--- config.mk ---
export PLATFORM = sky130hd
export DESIGN_NAME = execute
export DESIGN_NICKNAME = d
export VERILOG_FILES = /design/src/design/ex_data_pkg.sv /design/src/design/ex_ctrl_pkg.sv /design/src/design/operand_select_ex.sv /design/src/design/functional_unit_ex.sv /design/src/design/result_select_ex.sv /design/src/design/write_enable_ex.sv /design/src/design/ex_wb_latch.sv /design/src/design/execute.sv
export VERILOG_INCLUDE_DIRS = /design/src /design/src/design
export SDC_FILE = /design/constraint.sdc
export NUM_CORES = 1
export LEC_CHECK = 0
export BUFFER_PORTS_ARGS = -buffer_cell sky130_fd_sc_hd__buf_2
export CAP_MARGIN = 20
export CORE_MARGIN = 2
export CORE_UTILIZATION = 30
export CTS_BUF_LIST = sky130_fd_sc_hd__clkbuf_8
export DETAILED_ROUTE_END_ITERATION = 10
export SYNTH_ARGS = -nofsm -noshare
export SYNTH_HDL_FRONTEND = slang
export SYNTH_HIERARCHICAL = 1
export SYNTH_SLANG_ARGS = --single-unit
export TNS_END_PERCENT = 5
--- constraint.sdc ---
create_clock -name CLK -period 6.9 [get_ports CLK]
set_clock_uncertainty 0.1 [all_clocks]
set_input_delay 0.345 -clock CLK [delete_from_list [all_inputs] [get_ports CLK]]
set_output_delay 0.345 -clock CLK [all_outputs]
set_load 0.02 [all_outputs]
--- src/design/ex_defs.svh ---
`ifndef EX_DEFS_SVH
`define EX_DEFS_SVH

// datapath widths
`define EX_WORD_W 32
`define EX_MM_W 64
`define EX_REG_W 3

// code segment selector width
`define EX_SEL_W 16

// shift count taken from the low bits of b
`define EX_SHAMT_W 5

// x86 EFLAGS bit positions
`define EX_FLAG_CF 0
`define EX_FLAG_ZF 6
`define EX_FLAG_SF 7
`define EX_FLAG_OF 11

`endif

--- src/design/ex_data_pkg.sv ---
`include "ex_defs.svh"

package ex_data_pkg;

  // general purpose operand
  typedef logic [`EX_WORD_W-1:0] word_t;

  // packed MMX register
  typedef logic [`EX_MM_W-1:0] mm_t;

  // destination register number
  typedef logic [`EX_REG_W-1:0] reg_num_t;

  // linear address and next eip
  typedef logic [`EX_WORD_W-1:0] addr_t;

  // EFLAGS word, only CF ZF SF OF are computed here
  typedef logic [`EX_WORD_W-1:0] flags_t;

endpackage

--- src/design/ex_ctrl_pkg.sv ---
`include "ex_defs.svh"

package ex_ctrl_pkg;

  typedef enum logic [2:0] {
    alu_add    = 3'd0,
    alu_adc    = 3'd1,
    alu_sub    = 3'd2,
    alu_and    = 3'd3,
    alu_or     = 3'd4,
    alu_xor    = 3'd5,
    alu_not    = 3'd6,
    alu_pass_b = 3'd7
  } alu_op_t;

  typedef enum logic [1:0] {
    shift_shl = 2'd0,
    shift_shr = 2'd1,
    shift_sar = 2'd2
  } shift_op_t;

  typedef enum logic [1:0] {
    size8  = 2'd0,
    size16 = 2'd1,
    size32 = 2'd2
  } datasize_t;

  // control store fields used by execute
  typedef struct packed {
    logic      is_alu32;
    logic      is_shift;
    shift_op_t shift_op;
    logic      is_cmpxchg;
    logic      is_xchg;
    logic      is_cmps_first;
    logic      is_cmps_second;
    logic      pass_a;
    logic      mux_sp_pop;
    logic      ld_gpr1;
    logic      ld_gpr2;
    logic      ld_gpr3;
    logic      ld_seg;
    logic      ld_mm;
    logic      dcache_write;
    logic      repne;
  } ex_ctrl_t;

  typedef struct packed {
    logic                    valid;
    ex_data_pkg::addr_t      neip;
    logic [`EX_SEL_W-1:0]    ncs;
    ex_ctrl_t                ctrl;
    alu_op_t                 aluk;
    datasize_t               datasize;
    ex_data_pkg::word_t      a;
    ex_data_pkg::word_t      b;
    ex_data_pkg::word_t      c;
    ex_data_pkg::mm_t        mm_a;
    ex_data_pkg::mm_t        mm_b;
    ex_data_pkg::reg_num_t   dr1;
    ex_data_pkg::reg_num_t   dr2;
    ex_data_pkg::reg_num_t   dr3;
    ex_data_pkg::addr_t      address;
  } ex_bundle_t;

  typedef struct packed {
    logic                    valid;
    ex_data_pkg::addr_t      neip;
    logic [`EX_SEL_W-1:0]    ncs;
    ex_ctrl_t                ctrl;
    datasize_t               datasize;
    logic                    ld_gpr1;
    logic                    ld_gpr2;
    logic                    dcache_write;
    ex_data_pkg::word_t      result_a;
    ex_data_pkg::word_t      result_b;
    ex_data_pkg::word_t      result_c;
    ex_data_pkg::flags_t     flags;
    ex_data_pkg::mm_t        result_mm;
    ex_data_pkg::reg_num_t   dr1;
    ex_data_pkg::reg_num_t   dr2;
    ex_data_pkg::reg_num_t   dr3;
    ex_data_pkg::addr_t      address;
  } wb_bundle_t;

  // valid-qualified enables for the dependency check
  typedef struct packed {
    logic gpr1;
    logic gpr2;
    logic gpr3;
    logic seg;
    logic mm;
    logic dcache_write;
  } dep_enables_t;

endpackage

--- src/design/operand_select_ex.sv ---
`timescale 1ns/1ps

module operand_select_ex (
  input  logic                  CLK,
  input  logic                  rst_n,
  input  ex_ctrl_pkg::ex_ctrl_t ctrl,
  input  logic                  valid,
  input  logic                  ld_latches,
  input  ex_data_pkg::word_t    b_in,
  input  ex_data_pkg::word_t    c_in,
  input  ex_data_pkg::word_t    count_fwd,
  output ex_data_pkg::word_t    b_eff,
  output ex_data_pkg::word_t    count
);

  import ex_data_pkg::*;

  // first CMPS uop operand, compared against on the second uop
  word_t cmps_b_q;
  logic  cmps_load;

  assign cmps_load = valid & ld_latches & ctrl.is_cmps_first;

  always_ff @(posedge CLK or negedge rst_n) begin
    if (!rst_n) begin
      cmps_b_q <= '0;
    end else if (cmps_load) begin
      cmps_b_q <= b_in;
    end
  end

  always_comb begin
    if (ctrl.is_cmps_second) begin
      b_eff = cmps_b_q;
    end else begin
      b_eff = b_in;
    end

    // repne steady state takes the count from writeback forwarding
    if (ctrl.repne) begin
      count = count_fwd;
    end else begin
      count = c_in;
    end
  end

endmodule

--- src/design/functional_unit_ex.sv ---
`timescale 1ns/1ps
`include "ex_defs.svh"

module functional_unit_ex (
  input  ex_ctrl_pkg::alu_op_t   aluk,
  input  ex_ctrl_pkg::datasize_t datasize,
  input  ex_ctrl_pkg::ex_ctrl_t  ctrl,
  input  ex_data_pkg::word_t     a,
  input  ex_data_pkg::word_t     b_eff,
  input  ex_data_pkg::word_t     c,
  input  ex_data_pkg::word_t     count,
  input  ex_data_pkg::flags_t    flags_fwd,
  input  ex_data_pkg::mm_t       mm_a,
  input  ex_data_pkg::mm_t       mm_b,
  output ex_data_pkg::word_t     alu_result,
  output ex_data_pkg::flags_t    alu_flags,
  output ex_data_pkg::word_t     shift_result,
  output ex_data_pkg::flags_t    shift_flags,
  output ex_data_pkg::word_t     count_minus_one,
  output ex_data_pkg::word_t     sp_pop,
  output ex_data_pkg::mm_t       mm_result
);

  import ex_data_pkg::*;
  import ex_ctrl_pkg::*;

  localparam int lane_w = 16;
  localparam int lanes  = `EX_MM_W / lane_w;

  alu_op_t                 op;
  word_t                   op_x;
  word_t                   op_y;
  word_t                   mask;
  word_t                   x_m;
  word_t                   y_m;
  logic [`EX_WORD_W:0]     raw;
  logic                    sx;
  logic                    sy;
  logic                    sr;
  logic                    cf;
  logic                    of;
  logic [`EX_SHAMT_W-1:0]  shamt;
  logic [`EX_WORD_W:0]     wide;
  word_t                   sh_res;
  logic                    sh_cf;
  logic                    sh_of;

  // sign bit of the active operand size
  function automatic logic sign_of(input word_t v, input datasize_t ds);
    case (ds)
      size8:   return v[7];
      size16:  return v[15];
      default: return v[`EX_WORD_W-1];
    endcase
  endfunction

  // cmpxchg compares accumulator c against a
  always_comb begin
    op   = ctrl.is_cmpxchg ? alu_sub : aluk;
    op_x = ctrl.is_cmpxchg ? c : a;
    op_y = ctrl.is_cmpxchg ? a : b_eff;
    case (datasize)
      size8:   mask = word_t'(8'hff);
      size16:  mask = word_t'(16'hffff);
      default: mask = '1;
    endcase
    x_m = op_x & mask;
    y_m = op_y & mask;

    case (op)
      alu_add:    raw = {1'b0, x_m} + {1'b0, y_m};
      alu_adc:    raw = {1'b0, x_m} + {1'b0, y_m} + flags_fwd[`EX_FLAG_CF];
      alu_sub:    raw = {1'b0, x_m} - {1'b0, y_m};
      alu_and:    raw = {1'b0, x_m & y_m};
      alu_or:     raw = {1'b0, x_m | y_m};
      alu_xor:    raw = {1'b0, x_m ^ y_m};
      alu_not:    raw = {1'b0, ~x_m};
      alu_pass_b: raw = {1'b0, y_m};
      default:    raw = '0;
    endcase
    alu_result = raw[`EX_WORD_W-1:0] & mask;

    sx = sign_of(x_m, datasize);
    sy = sign_of(y_m, datasize);
    sr = sign_of(alu_result, datasize);

    // carry out of the datasize top bit, logic ops clear CF and OF
    cf = 1'b0;
    of = 1'b0;
    if (op == alu_add || op == alu_adc || op == alu_sub) begin
      case (datasize)
        size8:   cf = raw[8];
        size16:  cf = raw[16];
        default: cf = raw[`EX_WORD_W];
      endcase
      if (op == alu_sub) begin
        of = (sx != sy) && (sr != sx);
      end else begin
        of = (sx == sy) && (sr != sx);
      end
    end

    alu_flags              = flags_fwd;
    alu_flags[`EX_FLAG_CF] = cf;
    alu_flags[`EX_FLAG_ZF] = (alu_result == '0);
    alu_flags[`EX_FLAG_SF] = sr;
    alu_flags[`EX_FLAG_OF] = of;
  end

  // shifter, CF is the last bit shifted out
  always_comb begin
    shamt = b_eff[`EX_SHAMT_W-1:0];
    case (ctrl.shift_op)
      shift_shl: begin
        wide   = {1'b0, a} << shamt;
        sh_res = wide[`EX_WORD_W-1:0];
        sh_cf  = wide[`EX_WORD_W];
        sh_of  = sh_res[`EX_WORD_W-1] ^ sh_cf;
      end
      shift_shr: begin
        wide   = {a, 1'b0} >> shamt;
        sh_res = wide[`EX_WORD_W:1];
        sh_cf  = wide[0];
        sh_of  = a[`EX_WORD_W-1];
      end
      default: begin
        wide   = $signed({a, 1'b0}) >>> shamt;
        sh_res = wide[`EX_WORD_W:1];
        sh_cf  = wide[0];
        sh_of  = 1'b0;
      end
    endcase

    if (shamt == '0) begin
      shift_result = a;
      shift_flags  = flags_fwd;
    end else begin
      shift_result             = sh_res;
      shift_flags              = flags_fwd;
      shift_flags[`EX_FLAG_CF] = sh_cf;
      shift_flags[`EX_FLAG_ZF] = (sh_res == '0);
      shift_flags[`EX_FLAG_SF] = sh_res[`EX_WORD_W-1];
      shift_flags[`EX_FLAG_OF] = sh_of;
    end
  end

  assign count_minus_one = count - word_t'(1);

  // pop adjusts esp by the operand size
  assign sp_pop = a + ((datasize == size16) ? word_t'(2) : word_t'(4));

  // paddw, no carry between lanes
  always_comb begin
    for (int i = 0; i < lanes; i++) begin
      mm_result[i*lane_w +: lane_w] = mm_a[i*lane_w +: lane_w] + mm_b[i*lane_w +: lane_w];
    end
  end

endmodule

--- src/design/result_select_ex.sv ---
`timescale 1ns/1ps

module result_select_ex (
  input  ex_ctrl_pkg::ex_ctrl_t ctrl,
  input  ex_data_pkg::word_t    a,
  input  ex_data_pkg::word_t    b_eff,
  input  ex_data_pkg::word_t    c,
  input  ex_data_pkg::flags_t   flags_fwd,
  input  ex_data_pkg::word_t    alu_result,
  input  ex_data_pkg::flags_t   alu_flags,
  input  ex_data_pkg::word_t    shift_result,
  input  ex_data_pkg::flags_t   shift_flags,
  input  ex_data_pkg::word_t    count_minus_one,
  input  ex_data_pkg::word_t    sp_pop,
  input  ex_data_pkg::mm_t      mm_result,
  output ex_data_pkg::word_t    result_a,
  output ex_data_pkg::word_t    result_b,
  output ex_data_pkg::word_t    result_c,
  output ex_data_pkg::flags_t   flags,
  output ex_data_pkg::mm_t      result_mm
);

  always_comb begin
    // shift wins over alu, then xchg swap
    if (ctrl.is_shift) begin
      result_a = shift_result;
    end else if (ctrl.is_alu32) begin
      result_a = alu_result;
    end else if (ctrl.is_xchg) begin
      result_a = b_eff;
    end else begin
      result_a = a;
    end

    // xchg and cmpxchg both return the old a through b
    if (ctrl.is_xchg || ctrl.is_cmpxchg) begin
      result_b = a;
    end else if (ctrl.mux_sp_pop) begin
      result_b = sp_pop;
    end else begin
      result_b = b_eff;
    end

    // string ops step the count register
    if (ctrl.repne || ctrl.is_cmps_second) begin
      result_c = count_minus_one;
    end else begin
      result_c = c;
    end

    if (ctrl.is_shift) begin
      flags = shift_flags;
    end else if (ctrl.is_alu32) begin
      flags = alu_flags;
    end else begin
      flags = flags_fwd;
    end
  end

  assign result_mm = mm_result;

endmodule

--- src/design/write_enable_ex.sv ---
`timescale 1ns/1ps
`include "ex_defs.svh"

module write_enable_ex (
  input  ex_ctrl_pkg::ex_ctrl_t     ctrl,
  input  logic                      valid,
  input  ex_data_pkg::flags_t       alu_flags,
  output logic                      ld_gpr1,
  output logic                      ld_gpr2,
  output logic                      dcache_write,
  output ex_ctrl_pkg::dep_enables_t dep
);

  always_comb begin
    if (ctrl.is_cmpxchg) begin
      if (alu_flags[`EX_FLAG_ZF]) begin
        // equal, store the source into the destination
        ld_gpr1      = ctrl.ld_gpr1;
        ld_gpr2      = 1'b0;
        dcache_write = ctrl.dcache_write;
      end else begin
        // not equal, load the accumulator instead
        ld_gpr1      = 1'b0;
        ld_gpr2      = 1'b1;
        dcache_write = 1'b0;
      end
    end else begin
      ld_gpr1      = ctrl.ld_gpr1;
      ld_gpr2      = ctrl.ld_gpr2;
      dcache_write = ctrl.dcache_write;
    end
  end

  // a bubble in ex must not block younger uops
  always_comb begin
    dep.gpr1         = ld_gpr1 & valid;
    dep.gpr2         = ld_gpr2 & valid;
    dep.gpr3         = ctrl.ld_gpr3 & valid;
    dep.seg          = ctrl.ld_seg & valid;
    dep.mm           = ctrl.ld_mm & valid;
    dep.dcache_write = dcache_write & valid;
  end

endmodule

--- src/design/ex_wb_latch.sv ---
`timescale 1ns/1ps

module ex_wb_latch (
  input  logic                    CLK,
  input  logic                    rst_n,
  input  ex_ctrl_pkg::wb_bundle_t next,
  input  logic                    repne,
  input  logic                    repne_terminate,
  input  logic                    wb_stall,
  output ex_ctrl_pkg::wb_bundle_t wb,
  output logic                    ld_latches
);

  import ex_ctrl_pkg::*;

  logic         valid_next;
  logic         valid_q;
  logic [2:0]   en_q;
  dep_enables_t ctrl_en_q;
  wb_bundle_t   data_q;

  assign ld_latches = ~wb_stall;

  // terminated repne iteration leaves a bubble
  assign valid_next = next.valid & ~(repne & repne_terminate);

  always_ff @(posedge CLK or negedge rst_n) begin
    if (!rst_n) begin
      valid_q   <= 1'b0;
      en_q      <= '0;
      ctrl_en_q <= '0;
    end else if (ld_latches) begin
      valid_q                <= valid_next;
      en_q                   <= {next.ld_gpr1, next.ld_gpr2, next.dcache_write};
      ctrl_en_q.gpr1         <= next.ctrl.ld_gpr1;
      ctrl_en_q.gpr2         <= next.ctrl.ld_gpr2;
      ctrl_en_q.gpr3         <= next.ctrl.ld_gpr3;
      ctrl_en_q.seg          <= next.ctrl.ld_seg;
      ctrl_en_q.mm           <= next.ctrl.ld_mm;
      ctrl_en_q.dcache_write <= next.ctrl.dcache_write;
    end
  end

  always_ff @(posedge CLK) begin
    if (ld_latches) begin
      data_q <= next;
    end
  end

  always_comb begin
    wb                   = data_q;
    wb.valid             = valid_q;
    wb.ld_gpr1           = en_q[2];
    wb.ld_gpr2           = en_q[1];
    wb.dcache_write      = en_q[0];
    wb.ctrl.ld_gpr1      = ctrl_en_q.gpr1;
    wb.ctrl.ld_gpr2      = ctrl_en_q.gpr2;
    wb.ctrl.ld_gpr3      = ctrl_en_q.gpr3;
    wb.ctrl.ld_seg       = ctrl_en_q.seg;
    wb.ctrl.ld_mm        = ctrl_en_q.mm;
    wb.ctrl.dcache_write = ctrl_en_q.dcache_write;
  end

endmodule

--- src/design/execute.sv ---
`timescale 1ns/1ps

module execute (
  input  logic                      CLK,
  input  logic                      rst_n,
  input  ex_ctrl_pkg::ex_bundle_t   ex,
  input  ex_data_pkg::flags_t       flags_fwd,
  input  ex_data_pkg::word_t        count_fwd,
  input  logic                      wb_stall,
  input  logic                      repne_terminate,
  output ex_ctrl_pkg::wb_bundle_t   wb,
  output ex_ctrl_pkg::dep_enables_t dep,
  output logic                      ld_latches
);

  import ex_data_pkg::*;
  import ex_ctrl_pkg::*;

  word_t      b_eff;
  word_t      count;
  word_t      alu_result;
  word_t      shift_result;
  word_t      count_minus_one;
  word_t      sp_pop;
  word_t      result_a;
  word_t      result_b;
  word_t      result_c;
  flags_t     alu_flags;
  flags_t     shift_flags;
  flags_t     flags;
  mm_t        mm_result;
  mm_t        result_mm;
  logic       ld_gpr1;
  logic       ld_gpr2;
  logic       dcache_write;
  wb_bundle_t next_wb;

  operand_select_ex u_operand_select_ex (
    .CLK        (CLK),
    .rst_n      (rst_n),
    .ctrl       (ex.ctrl),
    .valid      (ex.valid),
    .ld_latches (ld_latches),
    .b_in       (ex.b),
    .c_in       (ex.c),
    .count_fwd  (count_fwd),
    .b_eff      (b_eff),
    .count      (count)
  );

  functional_unit_ex u_functional_unit_ex (
    .aluk            (ex.aluk),
    .datasize        (ex.datasize),
    .ctrl            (ex.ctrl),
    .a               (ex.a),
    .b_eff           (b_eff),
    .c               (ex.c),
    .count           (count),
    .flags_fwd       (flags_fwd),
    .mm_a            (ex.mm_a),
    .mm_b            (ex.mm_b),
    .alu_result      (alu_result),
    .alu_flags       (alu_flags),
    .shift_result    (shift_result),
    .shift_flags     (shift_flags),
    .count_minus_one (count_minus_one),
    .sp_pop          (sp_pop),
    .mm_result       (mm_result)
  );

  result_select_ex u_result_select_ex (
    .ctrl            (ex.ctrl),
    .a               (ex.a),
    .b_eff           (b_eff),
    .c               (ex.c),
    .flags_fwd       (flags_fwd),
    .alu_result      (alu_result),
    .alu_flags       (alu_flags),
    .shift_result    (shift_result),
    .shift_flags     (shift_flags),
    .count_minus_one (count_minus_one),
    .sp_pop          (sp_pop),
    .mm_result       (mm_result),
    .result_a        (result_a),
    .result_b        (result_b),
    .result_c        (result_c),
    .flags           (flags),
    .result_mm       (result_mm)
  );

  write_enable_ex u_write_enable_ex (
    .ctrl         (ex.ctrl),
    .valid        (ex.valid),
    .alu_flags    (alu_flags),
    .ld_gpr1      (ld_gpr1),
    .ld_gpr2      (ld_gpr2),
    .dcache_write (dcache_write),
    .dep          (dep)
  );

  // next writeback bundle, uop identity passes through from ex
  always_comb begin
    next_wb.valid        = ex.valid;
    next_wb.neip         = ex.neip;
    next_wb.ncs          = ex.ncs;
    next_wb.ctrl         = ex.ctrl;
    next_wb.datasize     = ex.datasize;
    next_wb.ld_gpr1      = ld_gpr1;
    next_wb.ld_gpr2      = ld_gpr2;
    next_wb.dcache_write = dcache_write;
    next_wb.result_a     = result_a;
    next_wb.result_b     = result_b;
    next_wb.result_c     = result_c;
    next_wb.flags        = flags;
    next_wb.result_mm    = result_mm;
    next_wb.dr1          = ex.dr1;
    next_wb.dr2          = ex.dr2;
    next_wb.dr3          = ex.dr3;
    next_wb.address      = ex.address;
  end

  ex_wb_latch u_ex_wb_latch (
    .CLK             (CLK),
    .rst_n           (rst_n),
    .next            (next_wb),
    .repne           (ex.ctrl.repne),
    .repne_terminate (repne_terminate),
    .wb_stall        (wb_stall),
    .wb              (wb),
    .ld_latches      (ld_latches)
  );

endmodule

* Word level (Yosys, flattened, before mapping)
Cells that the tools add are included.
** Operators by class
- Bitwise logic cells :: 20
- Mux-type cells :: 34
- Equality and inequality tests :: 12
- Reductions and logical operators :: 12
- Shift-type cells :: 3
- $add $sub $neg :: 9
** Operator list (count)
- $mux 32 :: 11
- $pmux 33 s8 :: 1
- $and 32x32->32 :: 4
- $pmux 32 s2 :: 2
- $add 16x16->16 :: 4
- $logic_not 32->1 :: 2
- $mux 12 :: 3
- $add 32x32->33 :: 1
- $add 33x1->33 :: 1
- $shl 32x5->33 :: 1
- $shr 33x5->33 :: 1
- $sshr 33x5->33 :: 1
- $sub 32x32->33 :: 1
- $add 32x32->32 :: 1
- $not 32->32 :: 1
- $or 32x32->32 :: 1
- $sub 32x1->32 const B :: 1
- $xor 32x32->32 :: 1
- $eq 3x3->1 const B :: 4
- $pmux 1 s2 :: 6
- $and 1x1->1 :: 10
- $mux 1 :: 9
- $eq 3x2->1 const B :: 2
- $mux 3 :: 2
- other kinds (11) :: 19
** Storage, ports and cells
- Output and inout bits :: 311
- Logic and storage cells :: 121
- Register bits after elaboration :: 336
- Bits of input ports :: 404

* Depth between registers and ports, before layout
- Word-level depth :: 14
- Mapped depth :: 29
- Mapped depth without buffers :: 22

* Hierarchy
The synthesis kept the hierarchy.
** By module, submodules not included
- functional_unit_ex :: area each 15382.3 sq um, cells an instance 2320, times used 1, sequential area each 0.0 sq um
- ex_wb_latch :: area each 9247.6 sq um, cells an instance 319, times used 1, sequential area each 9078.7 sq um
- result_select_ex :: area each 3533.4 sq um, cells an instance 463, times used 1, sequential area each 0.0 sq um
- operand_select_ex :: area each 2115.8 sq um, cells an instance 140, times used 1, sequential area each 800.8 sq um
- write_enable_ex :: area each 86.3 sq um, cells an instance 11, times used 1, sequential area each 0.0 sq um

* Worst setup path before layout
OpenSTA, ideal clock, no wires.
- Path kind :: input to register
- From :: input wb_stall
- To :: register u_operand_select_ex.cmps_b_q[0]
- Setup time :: 125 ps
- Arrival :: 7954 ps
- Stages on the path :: 5
- Data required time :: 6675 ps
- Path slack :: -1279 ps
- Buffers on the path :: 2
- Path through :: buf_6 -> inv_1 -> nand3_2 -> buf_6 -> mux2_4
** Between the ends
- Word-level cells in the longest chain between the ends :: 3
** Ends and longest elaborated chain
- from (decl) :: line execute.sv:9 : input logic wb_stall,
- $not 1->1 :: line ex_wb_latch.sv:22 : assign ld_latches = ~wb_stall;
- via ld_latches :: line execute.sv:13 : output logic ld_latches
- $and 1x1->1 (2 in a row) :: line operand_select_ex.sv:22 : assign cmps_load = valid & ld_latches & ctrl.is_cmps_first;
- to (signal assigned) :: line operand_select_ex.sv:28 : cmps_b_q <= b_in;
- to (decl) :: line operand_select_ex.sv:19 : word_t cmps_b_q;
The timed path passes the listed nets, and every way through them passes these cells.
A chain may end at the register's enable or synchronous reset.

==> impl_metrics.yaml <==
placement:
  dp_hpwl_mm: 106
  gp_routability_congestion: 1.02
  place_area_mm2: 0.0350
  dpl.cell_count: 5104
  io_buffers: 714
logic_synthesis:
  async_reset_ff_share_pct: 12.5
  synth_flop_cell: "edfxtp_1"
  ys_seq_area_share_pct: 32.5
  ys_types: 108
  synth_warnings: 6
  synth_largest_area_cell: "edfxtp_1"
  syn_avg_cell_area_um2: 9.33
  synth_top_area_share_pct: 29.1
  syn-instance-count: 3253
  syn-num-nets: 3823
  synth_most_common_cell: "edfxtp_1"
  synth-edff-count: 294
  synth.ff_latch_count: 336
  yosys-top-cells-area: "edfxtp_1 29%, mux2i_1 6.8%, ha_1 6.6%, mux2_2 4.9%, o21ai_0 3.6%"
  synth_area_mm2: 0.0304
  synthTopCellsByCount: "294 x edfxtp_1, 222 x nor2_1, 221 x nand2_1"
critical_path:
  crit_fanout: 9
  r2r_end: "u_ex_wb_latch/en_q[0]"
  worst_ep_arrival_time_ps: 6380
  end_kind: "output port"
  rr_worst_depth: 23
  r2r_slack_ps: 800
  start_kind: "register"
  r2r-start: "u_operand_select_ex/cmps_b_q[16]"
  critPathLaunch: "u_operand_select_ex/cmps_b_q[16]"
  crit_required_ps: 6450
  worstSetupEndpoint: "dep[5]"
  critical_path_class: "register to output port"
floorplanning:
  fp.dieArea_mm2: 0.104
  initial_utilization_pct: 30.3
  ioPinCount: 715
  die_x_um: 322
  design.core.area_mm2: 0.100
  rows: 116
  die_h_um: 322
finish:
  fillers: 9933
  fin_cells: 5538
  ff_latch_area_mm2: 0.00988
  postLayoutCoreUtil_pct: 39.6
  drive_gt1_share_pct: 31.2
  syn2layout_area_growth_pct: 30.7
  finalNetCount: 4744
  multi_input_area_mm2: 0.0182
  final_area_mm2: 0.0397
grt:
  grt.total_usage_pct: 25.5
  grt_max_degree: 164
  use_met3_pct: 6.93
  use_met2_pct: 38.9
  top_usage_layer: "met2"
  grt_pass1_wl_mm: 197
  grt_pass1_vias: 29500
  grt_remaining_overflow: 0
  use_met1_pct: 33.9
  antenna_found_initial: 25
clock_tree:
  path_clk_slew_ps: 90
  clk_latency_ps: 770
  clockBufferDepth: 3
  cts_tree: "done"
  htree_levels: 3
  clock_sinks: 336
  cts_buffers: 69
  root_buffer: "clkbuf_8"
outcome:
  status: "finished clean"
sta:
  slew_violations: 0
  max_slew_margin_pct: 16.3
  setup_viol: 0
  hold_slack_ps: 68.0
  grt_setup_unrepaired: "true"
  hold_viol: 0
  finalCritPeriodShare_pct: 99.0
  fmax_mhz: 146
  finalCriticalPeriod_ps: 6830
  tightest_slew_ps: 1260
route:
  routed_wl_mm: 139
  drt_iter0_drc: 3286
  vias: 30400
  drc: 0
  drt-pass1-iter-count: 6
  final_antenna_net_count: 0
  post_drt_wl_per_cell_um: 25.1
  viasPerCell: 5.50
worst_hold_path:
  hold_path.class: "primary input to register"
power:
  leakagePower_nw: 17.1
  ir_worst_vdd_mv: 0.149
  p_per_area_mw_per_mm2: 214
job:
  maxCapViolCount: 0
[placed cells by master (no fill, tap or decap), types with 15 or more instances in the layout]
cell / n
buf_2: 709
edfxtp_1: 294
dlygate4sd3_1: 279
nand2_1: 220
nor2_1: 219
o21ai_0: 213
mux2i_1: 206
buf_4: 198
a21oi_1: 177
inv_1: 168
ha_1: 157
mux2_2: 130
xnor2_1: 105
clkbuf_8: 71
o21ai_1: 67
xor2_1: 50
nand2b_1: 49
nand3_1: 49
nor2b_1: 48
a211oi_1: 43
dfrtp_1: 42
mux2_4: 39
nor3_1: 39
o211ai_1: 37
o22ai_1: 37
nor3b_1: 35
a21o_1: 32
a211oi_2: 31
a21boi_0: 24
nand4_1: 24
and3_1: 21
or3_1: 20
a31oi_1: 17
nor4_1: 16
a2111oi_0: 16
a221oi_1: 15
[registers in the layout (all words and copies together) (netlist names)]
name                          cells
u_ex_wb_latch/wb                300
u_ex_wb_latch/en_q                3
u_ex_wb_latch/valid_q             1
u_operand_select_ex/cmps_b_q     32
[worst min-delay path by stage]
stage | startpoint | endpoint | slack (ps) | cells past startpoint
floorplan | rst_n | u_ex_wb_latch/en_q[0] | -50 | 0
global placement | u_ex_wb_latch/valid_q | u_ex_wb_latch/valid_q | 380 | 2
detailed placement | u_ex_wb_latch/valid_q | u_ex_wb_latch/valid_q | 380 | 2
CTS | ex[78] | u_ex_wb_latch/wb[78] | 0.7 | 3
global route | ex[120] | u_ex_wb_latch/wb[56] | 30 | 3
finish | ex[123] | u_ex_wb_latch/wb[59] | 70 | 3
[power breakdown]
group	total [mW]	internal [mW]	switching (mW)
Combinational	3.72	1.45	2.27
Sequential	2.59	2.50	0.0925
Clock	2.16	1.13	1.04
[worst max-delay path: stages (launching register included)]
cell and delay [ps]:
dfrtp_1 430, mux2_2 310, mux2_2 330, nand2_1 170, ha_1 360, inv_1 100, a21o_1 190, or2_2 300
or4_4 430, a31oi_4 190, xnor2_2 160, nor4_4 320, or4b_4 540, nor2_4 120, xnor2_1 60, a22o_1 210
or4_4 520, nor4_4 200, buf_4 170, nand2b_4 160, and3_1 170, buf_4 140
[logic make-up after synthesis]
kind of cell,after synthesis,share of synthesized area (%)
and+or+nand+nor,831,13.7
DFF,336,32.5
buffers and inverters,497,8.50
muxes,395,14.7
AOI/OAI and AO/OA,867,18.8
xor gates and xnor gates,161,4.67
adders and majority gates,166,7.01
[layer usage]
| layer | wire length (um) | vias up |
|---|---|---|
| met3 | 14000 | 311 |
| met4 | 5900 | 14 |
| li1 | - | 13700 |
| met2 | 61200 | 1651 |
| met1 | 57700 | 14700 |
| met5 | 102 | - |
[what timing repair did]
action                                  4_1_cts  5_1_grt
pin swaps                                    10       24
endpoints found under the setup margin        3        3
gates cloned                                  0        0
buffers inserted                              7       10
hold endpoints to repair                    285        0
hold buffers                                279        0
gates resized for setup                      23       42
[through the flow]
step                worst slack [ps]  TNS [ps]  power (mW)
detailed placement              52.4         0        6.01
CTS                            0.262         0        8.40
finish                          70.3         0        8.47
global route                    -231      -595        8.87
global placement                 108         0        6.00
floorplan                       -719     -4010        4.87
[final cells by class]
cell class              count  area share, %
well taps                1298           4.09
clock inverters            54          0.993
repair buffers           1193           20.0
flip-flops and latches    336           24.9
clock buffers              71           2.46
inverters                 154           1.47
diodes                     12         0.0757
multi-input cells        2420           46.0
Note: power is estimated with default switching activity, not from simulation.
